==> config.mk <==
export PLATFORM = sky130hd
export DESIGN_NAME = csr_file
export DESIGN_NICKNAME = d
export VERILOG_FILES = /design/src/mem_map_pkg.sv /design/src/bus_pkg.sv /design/src/csr_file.sv
export VERILOG_INCLUDE_DIRS = /design/src /design/src/src
export SDC_FILE = /design/constraint.sdc
export NUM_CORES = 1
export LEC_CHECK = 0
export BUFFER_PORTS_ARGS = -buffer_cell sky130_fd_sc_hd__buf_4
export CAP_MARGIN = 20
export CORE_UTILIZATION = 44
export DETAILED_ROUTE_END_ITERATION = 10
export HOLD_SLACK_MARGIN = 0.02
export PLACE_DENSITY = 0.62
export SLEW_MARGIN = 20
export SYNTH_ARGS = -nofsm -noshare
export SYNTH_HDL_FRONTEND = slang
export SYNTH_SLANG_ARGS = --single-unit
export TNS_END_PERCENT = 50
==> constraint.sdc <==
create_clock -name clk_i -period 2.6 [get_ports clk_i]
set_input_delay 0.13 -clock clk_i [delete_from_list [all_inputs] [get_ports clk_i]]
set_output_delay 0.13 -clock clk_i [all_outputs]
set_load 0.02 [all_outputs]
==> src/mem_space_settings.svh <==
/*
 Build-time settings of the memory space controller
 MS_RAM_WORDS must lie between 2 and 2**18 - 1, so the RAM fits one region
 MS_RAM_LATENCY must be at least 1
 CSR addresses are the low twelve bits of a CSR-region address
*/
`ifndef MEM_SPACE_SETTINGS_SVH
`define MEM_SPACE_SETTINGS_SVH

// ========================================
// RAM
// ========================================
// 32-bit words, 0x8000_0000 upwards
`define MS_RAM_WORDS 1024
// Strobe to ack, in clock cycles
`define MS_RAM_LATENCY 3

// ========================================
// Machine CSR indices
// ========================================
`define MS_CSR_MSCRATCH 12'h340
`define MS_CSR_MEPC     12'h341
`define MS_CSR_MCAUSE   12'h342
`define MS_CSR_MTVEC    12'h305

`endif

==> src/mem_map_pkg.sv <==
/*
 Address map of the memory space
 Top twelve address bits select the region, the rest is the offset
 CSR region uses the low twelve bits as the CSR index
*/
package mem_map_pkg;

    // Region selected by an address
    typedef enum logic [1:0] {
        REGION_RAM,
        REGION_CSR,
        REGION_NONE
    } region_e;

    // Top twelve bits of each region
    localparam logic [11:0] RAM_REGION = 12'h800;
    localparam logic [11:0] CSR_REGION = 12'h400;

    // Region field over offset
    typedef struct packed {
        logic [11:0] region;
        logic [19:0] offset;
    } region_view_t;

    // Upper bits over CSR index
    typedef struct packed {
        logic [19:0] upper;
        logic [11:0] index;
    } csr_view_t;

    // One address word, two readings
    typedef union packed {
        region_view_t rgn;
        csr_view_t    csr;
    } mem_addr_u;

    // RAM only counts below its byte size, anything unmapped is REGION_NONE
    function automatic region_e decode_region(mem_addr_u addr, logic [19:0] ram_bytes);
        region_e result;
        if (addr.rgn.region == RAM_REGION && addr.rgn.offset < ram_bytes) begin
            result = REGION_RAM;
        end else if (addr.rgn.region == CSR_REGION) begin
            result = REGION_CSR;
        end else begin
            result = REGION_NONE;
        end
        return result;
    endfunction

endpackage

==> src/bus_pkg.sv <==
/*
 Bundles of the strobe/acknowledge bus
 Requester side holds its request stable until ack or err
 Target side sees a one-cycle strobe and answers with a one-cycle ack or err
*/
package bus_pkg;

    // ========================================
    // Requester side
    // ========================================
    typedef struct packed {
        logic                   we;
        // Byte lanes, bit 0 is the low byte
        logic [3:0]             sel;
        mem_map_pkg::mem_addr_u addr;
        logic [31:0]            wdata;
    } mem_req_t;

    typedef struct packed {
        logic        ack;
        logic        err;
        logic [31:0] rdata;
    } mem_rsp_t;

    // ========================================
    // Target side
    // ========================================
    typedef struct packed {
        // One-cycle pulse, other fields hold until the response
        logic        stb;
        logic        we;
        logic [3:0]  sel;
        logic [31:0] addr;
        logic [31:0] wdata;
    } tgt_req_t;

    typedef struct packed {
        logic        ack;
        logic        err;
        logic [31:0] rdata;
    } tgt_rsp_t;

    // Requester that a target is working for
    typedef enum logic [1:0] {
        OWNER_NONE,
        OWNER_CORE,
        OWNER_DATA
    } owner_e;

endpackage

==> src/csr_file.sv <==
/*
 Machine CSRs mscratch, mepc, mcause and mtvec
 Every access is a full word, byte select has no effect
 Unknown index answers err and leaves all registers as they were
 Writes return the old value as read data
*/
`timescale 1ns/1ps
`include "mem_space_settings.svh"

module csr_file (
    input  logic              clk_i,
    input  logic              rst_i,
    input  bus_pkg::tgt_req_t req_i,
    output bus_pkg::tgt_rsp_t rsp_o
);
    import mem_map_pkg::*;
    import bus_pkg::*;

    mem_addr_u   addr;
    logic [31:0] mscratch_q;
    logic [31:0] mepc_q;
    logic [31:0] mcause_q;
    logic [31:0] mtvec_q;
    logic [31:0] rd_word;
    logic        known;
    tgt_rsp_t    rsp_q;

    assign addr = req_i.addr;

    // Read mux and index check
    always_comb begin
        known = 1'b1;
        case (addr.csr.index)
            `MS_CSR_MSCRATCH: rd_word = mscratch_q;
            `MS_CSR_MEPC:     rd_word = mepc_q;
            `MS_CSR_MCAUSE:   rd_word = mcause_q;
            `MS_CSR_MTVEC:    rd_word = mtvec_q;
            default: begin
                rd_word = '0;
                known   = 1'b0;
            end
        endcase
    end

    always_ff @(posedge clk_i) begin
        if (rst_i) begin
            mscratch_q <= '0;
            mepc_q     <= '0;
            mcause_q   <= '0;
            mtvec_q    <= '0;
            rsp_q.ack  <= 1'b0;
            rsp_q.err  <= 1'b0;
        end else begin
            // One-cycle answer to every strobe
            rsp_q.ack <= req_i.stb & known;
            rsp_q.err <= req_i.stb & ~known;
            if (req_i.stb) begin
                rsp_q.rdata <= rd_word;
                if (req_i.we) begin
                    case (addr.csr.index)
                        `MS_CSR_MSCRATCH: mscratch_q <= req_i.wdata;
                        `MS_CSR_MEPC:     mepc_q     <= req_i.wdata;
                        `MS_CSR_MCAUSE:   mcause_q   <= req_i.wdata;
                        `MS_CSR_MTVEC:    mtvec_q    <= req_i.wdata;
                        default:          ;
                    endcase
                end
            end
        end
    end

    assign rsp_o = rsp_q;

endmodule

After elaboration in Yosys (flattened, before gate mapping)
Index checks and enable logic that the tools add are counted.
Widths: inputs -> output; s select.
- bits in registers: 162
- logic and storage cells: 23
- output and inout bits: 34
- input bits: 72
- bitwise gates (word level): 4
- equal/unequal tests: 4
- muxes and demuxes: 2
- reductions and logical operators: 6
- operators with widths (kind ; count):
    $pmux 32 s4 ; 1
    $eq 12x10->1 const B ; 4
    $reduce_and 3->1 ; 4
    $reduce_or 4->1 ; 1
    $and 1x1->1 ; 2
    $not 1->1 ; 2
    $reduce_and 2->1 ; 1
    $mux 1 ; 1

Logic depth before layout (Yosys ltp)
- depth in word-level cells: 5
- gate-level depth with buffers: 5
- gate-level depth less buffers: 3

Worst setup path before layout
No wires, ideal clock.
- kind: input port to flip-flop
- start point: input rst_i
- end point: register rsp_q (netlist bit rsp_o[0]) (enable)
- arrival time: 1.984 ns
- stages on the path: 3
- data required time: 2.173 ns
- setup time: 0.427 ns
- path slack: 0.189 ns
- path through: clkbuf_1 clkbuf_1 nor2b_1
- word-level cells in the longest chain between the ends: 2
- RTL lines (element ; line ; text):
    start: declaration ; csr_file.sv:12 ; input logic rst_i,
    $not 1->1 (no source line) ; - ;
    $reduce_and 2->1 (no source line) ; - ;
    end: declaration ; csr_file.sv:26 ; tgt_rsp_t rsp_q;
No other way between the ends.
A chain may end at the register's enable or synchronous reset.

Worst setup path after layout
- start point: input req_i[35] in the netlist's numbering
- end point: register rsp_q (netlist bit rsp_o[13]) (data pin)
- word-level cells in the longest chain between the ends: 2
- elaborated cells between the ends (all ways): 5
- classes of those cells: eq/ne (4); mux (1)
- RTL lines (element ; line ; text):
    start: declaration ; csr_file.sv:13 ; input bus_pkg::tgt_req_t req_i,
    $eq 12x10->1 ; csr_file.sv:33 ; case (addr.csr.index)
    $pmux 32 s4 * ; csr_file.sv:33 ;
    named net rd_word[13] ; csr_file.sv:24 ; logic [31:0] rd_word;
The timed path passes the listed nets; every way through them passes the cells marked *.

==> run metrics <==
# resized after CTS=0; All-Layer GR Usage=roughly 22%; Arr. time, crit path=between 2 and 2.5 ns; WS Path Type=in2reg; postcts setup bufs=0; TritonCTS clock tree=built; VDD IR-drop max=around 430 uV; fill count=1522; final WL=~19 mm; synth cell count leaders=nand2b_1, dfxtp_1, mux2i_1; area leader, netlist=dfxtp_1; Setup violations, final=0; Internal=0.00442 W; fmax=516 MHz; largest net degree at the start of global routing=73; CP max FO=24; Reg power frac=a little under half; share of the synthesized area in the top cell type=approximately a third; Core Area=17200 sq um; synthesized area=around 7700 sq um; status=finished, final reports clean; Post-synth EDFFs=32; final clock skew=0.00832 ns; Num CTS Buffers=17; Synth cell types=27; fin. max-slew vios=0; largest buffer count on any clock path=2; Worst-Margin Slew=0.606 ns; final hold viol count=0; Ys Warns=0; wire per inst=18.8 um; Die H=135 um; floorplan row count=48; clk slew on worst S/H paths=0.07 ns; area occupied by multi-input gates=3910 sq um; Post-Syn Instances=approximately 730; max-cap check violation count=0; pwr dens=610 nW/um^2; Ant. Diodes=0; Final period util=74.6%; die width=about 130 um; top-count cell post-synth=nand2b_1; leakage dissipation=4.45 nW; register bit total from synthesis=162; antenna violations before repair=0; required time of the critical path=2.83 ns; drt pass-1 iters=4; Avg Cell Area, Syn=10.7 sq um; Worst setup SP type=primary input; number of global-route vias before repair=5761; switch share=21.3%; first-pass GRT wire length=30.7 mm; TNS Setup=0 ns; via count=5499; FF+latch area=roughly 3600 sq um; share of cells above drive strength 1=21.0%; hpwl dp=11.5 mm; Area Overhead vs Synth=19.0%; FFs w/ async S/R, synth=0%; ranking of synthesized cells by area=dfxtp_1, mux2i_1, nand2b_1; min Tclk post-route=1.94 ns; total grt overflow=0; Net Switching=0.00120 W; worst hold path type=in2reg; clk_lat worst skew=0.42 ns; Fin Hold WS=slightly above 0.05 ns; CTS root buffer=clkbuf_16; Logic pwr share=6.2%; Die ar.=18100 sq um; Synth Flop Type=dfxtp_1; Sink Count=162; fin nets=between 800 and 900; DRC=0; Max-slew headroom=59.6%; gpl congestion=0.718; Iter 0 DRT Violations=300; num ports=106; Port Buf Inserts=81; Worst setup EP type=register; unrepaired setup endpoints after global routing=false; clock share of power=47.8%; CTS HTree Levels=4; Detail Route Antenna Nets=0; initial core utilization=44.9%; vias per cell=5.37; Seq/Total Area, Yosys=46.0%; syn nets=about 800
[metal layers]
layer | routed length, um | vias to the layer above | track usage, %
li1 | - | 2648 | -
met1 | 8760 | 2721 | 27.9
met2 | 9530 | 112 | 38.0
met3 | 670 | 18 | 3.90
met4 | 243 | 0 | 7.43
met5 | 0 | - | 0
[registers in the layout, summed over array words and instances (netlist names)]
register and count:
mcause_q 32, mepc_q 32, mscratch_q 32, mtvec_q 32
rsp_o 34
[logic make-up (layout without fill, tap and decap cells)]
group | Yosys count | in the layout | share of synthesized area (%)
AND/OR/NAND/NOR | 276 | 276 | 24.7
flip-flops | 162 | 162 | 46.0
buffers and inverters | 62 | 135 | 3.80
AO/OA/AOI/OAI | 66 | 66 | 4.31
multiplexers | 160 | 160 | 21.2
[metrics by stage]
step | std cells | setup slack (ns) | power (W) | instance area [sq um] | util [%]
final | 1024 | 0.662 | 0.00562 | 9210 | 53.4
after global routing | 1024 | 0.613 | 0.00579 | 9210 | 53.4
after CTS | 1024 | 0.687 | 0.00567 | 9210 | 53.4
after detailed placement | 990 | 0.661 | 0.00299 | 8540 | 49.6
after global placement | 990 | 0.711 | 0.00298 | 8540 | 49.6
after floorplan | 726 | 0.189 | 0.00283 | 7740 | -
[placed cells by master (no fill, tap or decap), drive strengths merged]
| cell | n |
|---|---|
| a21oi | 33 |
| and2 | 1 |
| and3 | 1 |
| and3b | 65 |
| and4b | 2 |
| buf | 100 |
| bufinv | 2 |
| clkbuf | 26 |
| clkinv | 4 |
| dfxtp | 130 |
| dlygate4sd3 | 2 |
| edfxtp | 32 |
| inv | 1 |
| mux2 | 32 |
| mux2i | 128 |
| nand2 | 2 |
| nand2b | 160 |
| nand3 | 32 |
| nand4 | 4 |
| nor2 | 3 |
| nor2b | 1 |
| nor3b | 1 |
| nor4 | 1 |
| nor4b | 2 |
| nor4bb | 1 |
| o21ai | 32 |
| o31a | 1 |
[cell type report]
cell class | count | share of cell area [%]
multi-input combinational | 502 | 42.4
clock buffer | 26 | 6.13
sequential | 162 | 38.7
timing repair buffer | 102 | 8.77
clock inverter | 6 | 0.910
inverter | 1 | 0.0407
tap | 225 | 3.06
[timing repair]
| item | CTS | global route |
|---|---|---|
| endpoints found under the hold margin | 1 | 0 |
| hold buffers | 2 | 0 |
| endpoints found under the setup margin | 0 | 0 |
[worst paths after layout]
| path | from | end | slack, ns | cells after the start |
|---|---|---|---|---|
| worst max register to register | mtvec_q[30]$_SDFFE_PP0P_ | rsp_o[30]$_DFFE_PP_ | 1.53 | 3 |
| worst max-delay path | req_i[35] | rsp_o[13]$_DFFE_PP_ | 0.66 | 6 |
| worst min register to register | mepc_q[7]$_SDFFE_PP0P_ | mepc_q[7]$_SDFFE_PP0P_ | 0.47 | 2 |
| worst min-delay path | req_i[7] | mscratch_q[7]$_SDFFE_PP0P_ | 0.05 | 3 |
[power groups by stage]
stage               clock network [W]  logic [W]  registers, W
finish                        0.00269   0.000351       0.00258
global route                  0.00283   0.000373       0.00258
CTS                           0.00273   0.000354       0.00258
detailed placement                  0   0.000351       0.00264
global placement                    0   0.000342       0.00264
floorplan                           0   0.000167       0.00266
[critical path, cell delays in order]
cell           delay (ns)
dlygate4sd3_1        0.53
buf_4                0.14
nor2_1               0.37
nand2_1              0.35
buf_4                0.36
a21oi_1              0.27
No activity file was read; power rests on OpenSTA's default activity.
