**config.mk**
```make
export PLATFORM = sky130hd
export DESIGN_NAME = mem_arbiter
export DESIGN_NICKNAME = d
export VERILOG_FILES = /design/src/mem_map_pkg.sv /design/src/bus_pkg.sv /design/src/mem_arbiter.sv
export VERILOG_INCLUDE_DIRS = /design/src /design/src/src
export SDC_FILE = /design/constraint.sdc
export NUM_CORES = 1
export LEC_CHECK = 0
export ABC_AREA = 1
export BUFFER_PORTS_ARGS = -buffer_cell sky130_fd_sc_hd__buf_2
export CAP_MARGIN = 25
export CORE_AREA = 2 2 164 166
export CTS_CLUSTER_SIZE = 16
export DETAILED_ROUTE_END_ITERATION = 8
export DIE_AREA = 0 0 166 168
export GPL_TIMING_DRIVEN = 0
export PLACE_DENSITY_LB_ADDON = 0.1
export SLEW_MARGIN = 20
export SYNTH_ARGS = -nofsm -noshare
export SYNTH_HDL_FRONTEND = slang
export SYNTH_SLANG_ARGS = --single-unit
export TNS_END_PERCENT = 30
```
**constraint.sdc**
```tcl
create_clock -name clk_i -period 8.3 [get_ports clk_i]
set_input_delay 2.075 -clock clk_i [delete_from_list [all_inputs] [get_ports clk_i]]
set_output_delay 2.075 -clock clk_i [all_outputs]
set_load 0.02 [all_outputs]
```
**src/mem_space_settings.svh**
```systemverilog
/*
 Build-time settings of the memory space controller
 MS_RAM_WORDS must lie between 2 and 2**18 - 1, so the RAM fits one region
 MS_RAM_LATENCY must be at least 1
 CSR addresses are the low twelve bits of a CSR-region address
*/
`ifndef MEM_SPACE_SETTINGS_SVH
`define MEM_SPACE_SETTINGS_SVH

// ========================================
// RAM
// ========================================
// 32-bit words, 0x8000_0000 upwards
`define MS_RAM_WORDS 1024
// Strobe to ack, in clock cycles
`define MS_RAM_LATENCY 3

// ========================================
// Machine CSR indices
// ========================================
`define MS_CSR_MSCRATCH 12'h340
`define MS_CSR_MEPC     12'h341
`define MS_CSR_MCAUSE   12'h342
`define MS_CSR_MTVEC    12'h305

`endif

```
**src/mem_map_pkg.sv**
```systemverilog
/*
 Address map of the memory space
 Top twelve address bits select the region, the rest is the offset
 CSR region uses the low twelve bits as the CSR index
*/
package mem_map_pkg;

    // Region selected by an address
    typedef enum logic [1:0] {
        REGION_RAM,
        REGION_CSR,
        REGION_NONE
    } region_e;

    // Top twelve bits of each region
    localparam logic [11:0] RAM_REGION = 12'h800;
    localparam logic [11:0] CSR_REGION = 12'h400;

    // Region field over offset
    typedef struct packed {
        logic [11:0] region;
        logic [19:0] offset;
    } region_view_t;

    // Upper bits over CSR index
    typedef struct packed {
        logic [19:0] upper;
        logic [11:0] index;
    } csr_view_t;

    // One address word, two readings
    typedef union packed {
        region_view_t rgn;
        csr_view_t    csr;
    } mem_addr_u;

    // RAM only counts below its byte size, anything unmapped is REGION_NONE
    function automatic region_e decode_region(mem_addr_u addr, logic [19:0] ram_bytes);
        region_e result;
        if (addr.rgn.region == RAM_REGION && addr.rgn.offset < ram_bytes) begin
            result = REGION_RAM;
        end else if (addr.rgn.region == CSR_REGION) begin
            result = REGION_CSR;
        end else begin
            result = REGION_NONE;
        end
        return result;
    endfunction

endpackage

```
**src/bus_pkg.sv**
```systemverilog
/*
 Bundles of the strobe/acknowledge bus
 Requester side holds its request stable until ack or err
 Target side sees a one-cycle strobe and answers with a one-cycle ack or err
*/
package bus_pkg;

    // ========================================
    // Requester side
    // ========================================
    typedef struct packed {
        logic                   we;
        // Byte lanes, bit 0 is the low byte
        logic [3:0]             sel;
        mem_map_pkg::mem_addr_u addr;
        logic [31:0]            wdata;
    } mem_req_t;

    typedef struct packed {
        logic        ack;
        logic        err;
        logic [31:0] rdata;
    } mem_rsp_t;

    // ========================================
    // Target side
    // ========================================
    typedef struct packed {
        // One-cycle pulse, other fields hold until the response
        logic        stb;
        logic        we;
        logic [3:0]  sel;
        logic [31:0] addr;
        logic [31:0] wdata;
    } tgt_req_t;

    typedef struct packed {
        logic        ack;
        logic        err;
        logic [31:0] rdata;
    } tgt_rsp_t;

    // Requester that a target is working for
    typedef enum logic [1:0] {
        OWNER_NONE,
        OWNER_CORE,
        OWNER_DATA
    } owner_e;

endpackage

```
**src/mem_arbiter.sv**
```systemverilog
/*
 Arbiter and address decoder of the memory space
 A strobe is decided on the edge that samples it, or held until its target is free
 Data port wins a target that both ports want
 Core RAM accesses always go out as full-word reads
 Port rdata is only meaningful while ack or err is high
*/
`timescale 1ns/1ps
`include "mem_space_settings.svh"

module mem_arbiter (
    input  logic              clk_i,
    input  logic              rst_i,
    // Core requester
    input  logic              core_stb_i,
    input  bus_pkg::mem_req_t core_req_i,
    output bus_pkg::mem_rsp_t core_rsp_o,
    output logic              core_data_tag_o,
    // Data requester
    input  logic              data_stb_i,
    input  bus_pkg::mem_req_t data_req_i,
    output bus_pkg::mem_rsp_t data_rsp_o,
    // Targets
    output bus_pkg::tgt_req_t ram_req_o,
    input  bus_pkg::tgt_rsp_t ram_rsp_i,
    output bus_pkg::tgt_req_t csr_req_o,
    input  bus_pkg::tgt_rsp_t csr_rsp_i
);
    import mem_map_pkg::*;
    import bus_pkg::*;

    localparam logic [19:0] RAM_BYTES = 20'(`MS_RAM_WORDS * 4);

    // Requests that arrived but are not yet dispatched
    logic     core_stb_q;
    logic     data_stb_q;
    logic     core_act;
    logic     data_act;
    region_e  core_rgn;
    region_e  data_rgn;
    // Per-target state
    logic     ram_pend_q;
    logic     csr_pend_q;
    owner_e   ram_owner_q;
    owner_e   csr_owner_q;
    tgt_req_t ram_req_q;
    tgt_req_t csr_req_q;
    // Dispatch decisions for this edge
    logic     data_to_ram;
    logic     data_to_csr;
    logic     data_bad;
    logic     data_done;
    logic     core_to_ram;
    logic     core_to_csr;
    logic     core_bad;
    logic     core_done;
    // Port responses
    mem_rsp_t core_fin;
    mem_rsp_t data_fin;
    mem_rsp_t core_rsp_q;
    mem_rsp_t data_rsp_q;
    logic     core_tag_q;

    function automatic mem_rsp_t to_port(tgt_rsp_t rsp);
        return '{ack: rsp.ack, err: rsp.err, rdata: rsp.rdata};
    endfunction

    // ========================================
    // Decode and arbitration
    // ========================================
    assign core_act = core_stb_i | core_stb_q;
    assign data_act = data_stb_i | data_stb_q;
    assign core_rgn = decode_region(core_req_i.addr, RAM_BYTES);
    assign data_rgn = decode_region(data_req_i.addr, RAM_BYTES);

    assign data_to_ram = data_act && data_rgn == REGION_RAM && !ram_pend_q;
    assign data_to_csr = data_act && data_rgn == REGION_CSR && !csr_pend_q;
    assign data_bad    = data_act && data_rgn == REGION_NONE;
    assign data_done   = data_to_ram | data_to_csr | data_bad;

    // Core yields any target the data port is asking for, even a busy one
    assign core_to_ram = core_act && core_rgn == REGION_RAM && !ram_pend_q
                         && !(data_act && data_rgn == REGION_RAM);
    assign core_to_csr = core_act && core_rgn == REGION_CSR && !csr_pend_q
                         && !(data_act && data_rgn == REGION_CSR);
    assign core_bad    = core_act && core_rgn == REGION_NONE;
    assign core_done   = core_to_ram | core_to_csr | core_bad;

    // ========================================
    // Response routing
    // ========================================
    always_comb begin
        core_fin = '0;
        data_fin = '0;
        // Unmapped address, no target involved
        core_fin.err = core_bad;
        data_fin.err = data_bad;
        if (ram_rsp_i.ack | ram_rsp_i.err) begin
            if (ram_owner_q == OWNER_CORE) begin
                core_fin = to_port(ram_rsp_i);
            end else if (ram_owner_q == OWNER_DATA) begin
                data_fin = to_port(ram_rsp_i);
            end
        end
        if (csr_rsp_i.ack | csr_rsp_i.err) begin
            if (csr_owner_q == OWNER_CORE) begin
                core_fin = to_port(csr_rsp_i);
            end else if (csr_owner_q == OWNER_DATA) begin
                data_fin = to_port(csr_rsp_i);
            end
        end
    end

    // ========================================
    // State
    // ========================================
    always_ff @(posedge clk_i) begin
        // Read data and tag follow the routed response
        core_rsp_q.rdata <= core_fin.rdata;
        data_rsp_q.rdata <= data_fin.rdata;
        core_tag_q       <= &core_fin.rdata[1:0];

        if (rst_i) begin
            core_stb_q     <= 1'b0;
            data_stb_q     <= 1'b0;
            ram_pend_q     <= 1'b0;
            csr_pend_q     <= 1'b0;
            ram_owner_q    <= OWNER_NONE;
            csr_owner_q    <= OWNER_NONE;
            ram_req_q.stb  <= 1'b0;
            csr_req_q.stb  <= 1'b0;
            core_rsp_q.ack <= 1'b0;
            core_rsp_q.err <= 1'b0;
            data_rsp_q.ack <= 1'b0;
            data_rsp_q.err <= 1'b0;
        end else begin
            core_stb_q     <= core_act & ~core_done;
            data_stb_q     <= data_act & ~data_done;
            ram_req_q.stb  <= 1'b0;
            csr_req_q.stb  <= 1'b0;
            core_rsp_q.ack <= core_fin.ack;
            core_rsp_q.err <= core_fin.err;
            data_rsp_q.ack <= data_fin.ack;
            data_rsp_q.err <= data_fin.err;

            // Target done, free on the next edge
            if (ram_rsp_i.ack | ram_rsp_i.err) begin
                ram_pend_q  <= 1'b0;
                ram_owner_q <= OWNER_NONE;
            end
            if (csr_rsp_i.ack | csr_rsp_i.err) begin
                csr_pend_q  <= 1'b0;
                csr_owner_q <= OWNER_NONE;
            end

            // RAM dispatch
            if (data_to_ram) begin
                ram_req_q   <= '{stb: 1'b1, we: data_req_i.we, sel: data_req_i.sel,
                                 addr: data_req_i.addr, wdata: data_req_i.wdata};
                ram_pend_q  <= 1'b1;
                ram_owner_q <= OWNER_DATA;
            end else if (core_to_ram) begin
                // Instruction fetch, full word
                ram_req_q   <= '{stb: 1'b1, we: 1'b0, sel: 4'b1111,
                                 addr: core_req_i.addr, wdata: '0};
                ram_pend_q  <= 1'b1;
                ram_owner_q <= OWNER_CORE;
            end

            // CSR dispatch
            if (data_to_csr) begin
                csr_req_q   <= '{stb: 1'b1, we: data_req_i.we, sel: data_req_i.sel,
                                 addr: data_req_i.addr, wdata: data_req_i.wdata};
                csr_pend_q  <= 1'b1;
                csr_owner_q <= OWNER_DATA;
            end else if (core_to_csr) begin
                csr_req_q   <= '{stb: 1'b1, we: core_req_i.we, sel: core_req_i.sel,
                                 addr: core_req_i.addr, wdata: core_req_i.wdata};
                csr_pend_q  <= 1'b1;
                csr_owner_q <= OWNER_CORE;
            end
        end
    end

    assign ram_req_o       = ram_req_q;
    assign csr_req_o       = csr_req_q;
    assign core_rsp_o      = core_rsp_q;
    assign data_rsp_o      = data_rsp_q;
    // Full-length instruction marker
    assign core_data_tag_o = core_tag_q;

endmodule

```
### Word-level counts from Yosys, hierarchy flattened

Cells that the tools add are included.

| cells by class | value |
|---|---|
| magnitude comparators | 2 |
| bitwise logic cells | 13 |
| equal/unequal tests | 12 |
| mux-type cells | 30 |
| reductions and logical operators | 31 |

Operator list:

| kind | count |
|---|---|
| $mux 34 | 10 |
| $mux 70 | 4 |
| $lt 20x13->1 const B | 2 |
| $eq 12x11->1 const B | 2 |
| $eq 12x12->1 const B | 2 |
| $mux 2 | 10 |
| $logic_and 1x1->1 | 14 |
| $eq 2x1->1 const B | 4 |
| $eq 2x2->1 const B | 4 |
| $or 1x1->1 | 8 |
| $reduce_bool 2->1 | 4 |
| $mux 1 | 6 |
| $reduce_and 2->1 | 3 |
| $reduce_bool 3->1 | 2 |
| $logic_not 1->1 | 4 |
| $logic_not 2->1 | 2 |
| $reduce_or 2->1 | 2 |
| $not 1->1 | 3 |
| $and 1x1->1 | 2 |

| word-level totals | value |
|---|---|
| register bits | 217 |
| bits of input ports | 210 |
| output and inout bits | 209 |

### Logic depth before layout (Yosys ltp)

| logic depth | value |
|---|---|
| word-level depth | 11 |
| depth in mapped cells | 11 |
| depth with buffers taken out | 10 |

### Worst setup path before layout

Ideal clock, no wire load.

| timing | value |
|---|---|
| path kind | input port to flip-flop |
| start | input data_req_i[58] (netlist bit) |
| end | register csr_req_q, in the netlist csr_req_o[0], enable pin |
| stages | 8 |
| data required time | 7,781 ps |
| library setup time | 519 ps |
| arrival time | 6,271 ps |
| path slack | 1,510 ps |
| buffers on the path | 1 |
| cells stage by stage | nor2_1 nand2_1 nor2_4 nand2_2 inv_2 nand4_4 buf_2 a21oi_1 |

| on the way | value |
|---|---|
| cells in the longest elaborated chain, start to end | 9 |
| elaborated cells between the ends (all ways) | 12 |
| those cells by class | eq/ne (3); mux (2); reduce/logical (7) |

RTL lines:

| what | line | text |
|---|---|---|
| start: declaration | mem_arbiter.sv:21 | `input bus_pkg::mem_req_t data_req_i,` |
| $eq 12x11->1 / $eq 12x12->1 (equally long branches) | mem_map_pkg.sv:42, mem_map_pkg.sv:40 |  |
| $mux 2 / $logic_and 1x1->1 (equally long branches) | mem_map_pkg.sv:42, mem_map_pkg.sv:40 |  |
| $mux 2 * | mem_map_pkg.sv:40 | `if (addr.rgn.region == RAM_REGION && addr.rgn.offset < ram_bytes) begin` |
| $eq 2x1->1 * | mem_arbiter.sv:77, mem_arbiter.sv:85 |  |
| $logic_and 1x1->1 * | mem_arbiter.sv:77, mem_arbiter.sv:85 |  |
| $logic_not 1->1 | mem_arbiter.sv:85 | `&& !(data_act && data_rgn == REGION_CSR);` |
| $logic_and 1x1->1 | mem_arbiter.sv:85 |  |
| $reduce_bool 2->1 (no source line) * | - |  |
| $reduce_and 2->1 (no source line) * | - |  |
| end signal: assignment | mem_arbiter.sv:172 | `csr_req_q <= '{stb: 1'b1, we: data_req_i.we, sel: data_req_i.sel,` |
| end signal: assignment | mem_arbiter.sv:177 | `csr_req_q <= '{stb: 1'b1, we: core_req_i.we, sel: core_req_i.sel,` |
| end: declaration | mem_arbiter.sv:47 | `tgt_req_t csr_req_q;` |

Mark *: on every way between the ends. The rest lies on a longest branch, timed or not.
A chain may end at the register's enable or synchronous reset.

### Worst setup path in the final report

| timing | value |
|---|---|
| start | input core_req_i[55] (netlist bit) |
| end | register csr_req_q, in the netlist csr_req_o[11], enable pin |

| on the way | value |
|---|---|
| cells in the longest elaborated chain, start to end | 9 |
| elaborated cells between the ends (all ways) | 11 |
| those cells by class | eq/ne (3); mux (2); reduce/logical (6) |

RTL lines:

| what | line | text |
|---|---|---|
| start: declaration | mem_arbiter.sv:16 | `input bus_pkg::mem_req_t core_req_i,` |
| $eq 12x11->1 / $eq 12x12->1 (equally long branches) | mem_map_pkg.sv:42, mem_map_pkg.sv:40 |  |
| $mux 2 / $logic_and 1x1->1 (equally long branches) | mem_map_pkg.sv:42, mem_map_pkg.sv:40 |  |
| $mux 2 * | mem_map_pkg.sv:40 |  |
| $eq 2x1->1 * | mem_arbiter.sv:84 | `assign core_to_csr = core_act && core_rgn == REGION_CSR && !csr_pend_q` |
| $logic_and 1x1->1 * (2 in series) | mem_arbiter.sv:84 |  |
| $logic_and 1x1->1 * | mem_arbiter.sv:85 |  |
| $reduce_bool 2->1 (no source line) * | - |  |
| $reduce_and 2->1 (no source line) * | - |  |

Marks and branches as above.

==> qor.yml <==
power.density_nw_per_um2: 192
cp.arrival_ns: 4.46
critPathMaxStageDelay_ns: 0.44
ys_ff_latch: 217
drt-pass1-iter-count: 5
pre_cts_ws_ns: 3.46
worst_pin_slew_ns: 0.697
setup_viol: 0
rsz0062_at_grt: "no"
yosysSeqAreaShare: 0.688
coreArea_um2: 26400
synth_top_family_by_area: "simple AND/OR/NAND/NOR gates"
finalMaxSlewViolations: 0
drv_cap: 0
seq_area_um2: 5730
wl_um: 27600
crit_path_end_kind: "flip-flop"
grt_max_degree: 41
timing_hold_violations_final: 0
dp_hpwl_um: 20800
finalCriticalPeriod_ns: 4.25
yosys.area_share.simple: 0.137
critPathKind: "in -> reg"
synthArstFlopShare: 0
numCtsBuffers: 25
antenna_found_initial: 5
clk_path_buf_depth: 3
p_leak_nw: 5.93
die_h_um: 168
cts_hold_buf: 0
fin_skew_ns: 0.0110
multiInputGateArea_um2: 2060
grt_pass1_wl_um: 41300
yosys.area.top_type: "edfxtp_1"
dpl.cell_count: 1559
h-tree-depth: 1
synth_compound_area_frac: 0.0958
ys_types: 32
yosysTopAreaCellShare: 0.498
fillers: 2590
cts_tree: "yes"
path_cells: "buf_2 > nor2_1 > nand2_1 > nor2_1 > nand3_1 > nor2_2 > nand2_2 > buf_4 > a21oi_4 > buf_8 > buf_16 > buf_16"
post_drt_wl_per_cell_um: 17.1
synth_area_leaders: "edfxtp_1 50%, dfxtp_1 19%, nand3_1 6.9%, o21ai_0 6.1%, inv_1 5.3%"
place.gp.congestion: 0.814
yosys.area_share.xor_xnor: 0
syn_to_final_growth_pct: 42.8
grt_use_total: 0.189
rows: 60
syn_inst: 767
status: "complete, no violations"
ys_warn_count: 0
relSlewSlack: 0.532
root_buffer: "clkbuf_16"
num_vias: 7273
cp_max_fo: 17
syn_area_per_cell_um2: 10.8
synth_common_cells: "138 x edfxtp_1, 118 x inv_1, 114 x nand3_1"
cts.clk_slew.worst_paths_ns: 0.06
post_cts_buffers: 0
antenna_left: 0
drt_iter0_drc: 361
worstSetupStartpointType: "input port"
clk-insertion-delay-late_ns: 0.51
irDropWorstVdd_v: 0.000143
synthFlopType: "edfxtp_1"
hold_path.class: "reg -> reg"
viasPerCell: 4.52
path_delay_family: "simple AND/OR/NAND/NOR gates"
drive_above_1_share: 0.397
syn_area_um2: 8320
fmax_mhz: 235
fin_ws_ns: 4.05
dieArea_um2: 27900
synthMuxAreaShare: 0
critPathBufInv: 5
place_area_um2: 11100
initial_core_util: 0.316
port_buffers: 417
fin_util: 0.451
overflow: 0
final_net_count: 1455
worstPathRequired_ns: 8.51
postCtsResizedCells: 0
clkSinkCount: 217
synth_edf_count: 138
drc: 0
die_w_um: 166
hold_slack_ns: 0.481
slowest_stage: "a21oi_4"
synth_adder_area_share: 0
timing.final.crit_share: 0.512
grt_pass1_vias: 7276
fin_area_um2: 11900
instances_no_fill: 1609
synth_most_common_cell: "edfxtp_1"
io_pins: 419
-- metrics by stage --
stage	TNS (ns)	total power [mW]
2_1_floorplan	0	1.18
3_3_place_gp	-81.49	1.24
3_5_place_dp	0	1.24
4_1_cts	0	2.31
5_1_grt	0	2.37
6_report	0	2.28
-- worst min-delay path, cell delays in order, from the launching register on --
cell     delay, ns
dfxtp_1       0.32
nand3_1       0.07
nand2_1       0.05
-- state kept, by name (all words and copies together), names as in the netlist --
register and count:
core_stb_q 1, core_data_tag_o 1, csr_pend_q 1, csr_owner_q 2
ram_pend_q 1, data_rsp_o 34, csr_req_o 70, ram_owner_q 2
data_stb_q 1, core_rsp_o 34, ram_req_o 70
-- per-layer routing --
metal  share of wire  track usage  wire length (um)  vias to the layer above
met3           0.087       0.0585              2390                       48
met4           0.029       0.0658               799                        2
met5         0.00044            0                12                        -
li1                -            -                 -                     3557
met1            0.39        0.215             10800                     3358
met2            0.49        0.337             13600                      308
-- area by class of cell --
class / instances / share of cell area
antenna: 5 / 0.00105
buffer: 42 / 0.0171
timing repair buffer: 422 / 0.186
inverter: 120 / 0.0382
clock inverter: 4 / 0.00169
tap: 341 / 0.0359
clock buffer: 41 / 0.0654
sequential: 217 / 0.482
multi-input combinational: 417 / 0.173
-- final timing paths --
check            startpoint             to  slack [ns]  cells after the start
max          core_req_i[55]  csr_req_o[11]        4.05                     12
min              ram_pend_q     ram_pend_q        0.48                      2
max reg2reg      csr_pend_q  csr_req_o[11]        5.63                      9
min reg2reg      ram_pend_q     ram_pend_q        0.48                      2
-- cell usage in the layout, fill, tap and decap left out, drive strengths merged, types with 3 or more instances in the layout --
cell type and n:
clkinv 5, nand3 117, a21oi 9, nor2 63, nand4 3, o21ai 115
buf 447, o22ai 24, clkbuf 58, diode 5, conb 30, nand2 46
dfxtp 79, nor3 6, inv 119, edfxtp 138
-- cells by family after synthesis --
logic type,Yosys count
AO/OA/AOI/OAI,151
buffers and inverters,162
flip-flops,217
other,1
AND/OR/NAND/NOR,236
-- report_power, final --
part           internal (mW)  total [mW]  switching (mW)
clock network          0.634        1.06           0.429
logic                 0.0414      0.0822          0.0408
registers               1.14        1.14        0.000137
(Power assumes the default switching activity.)
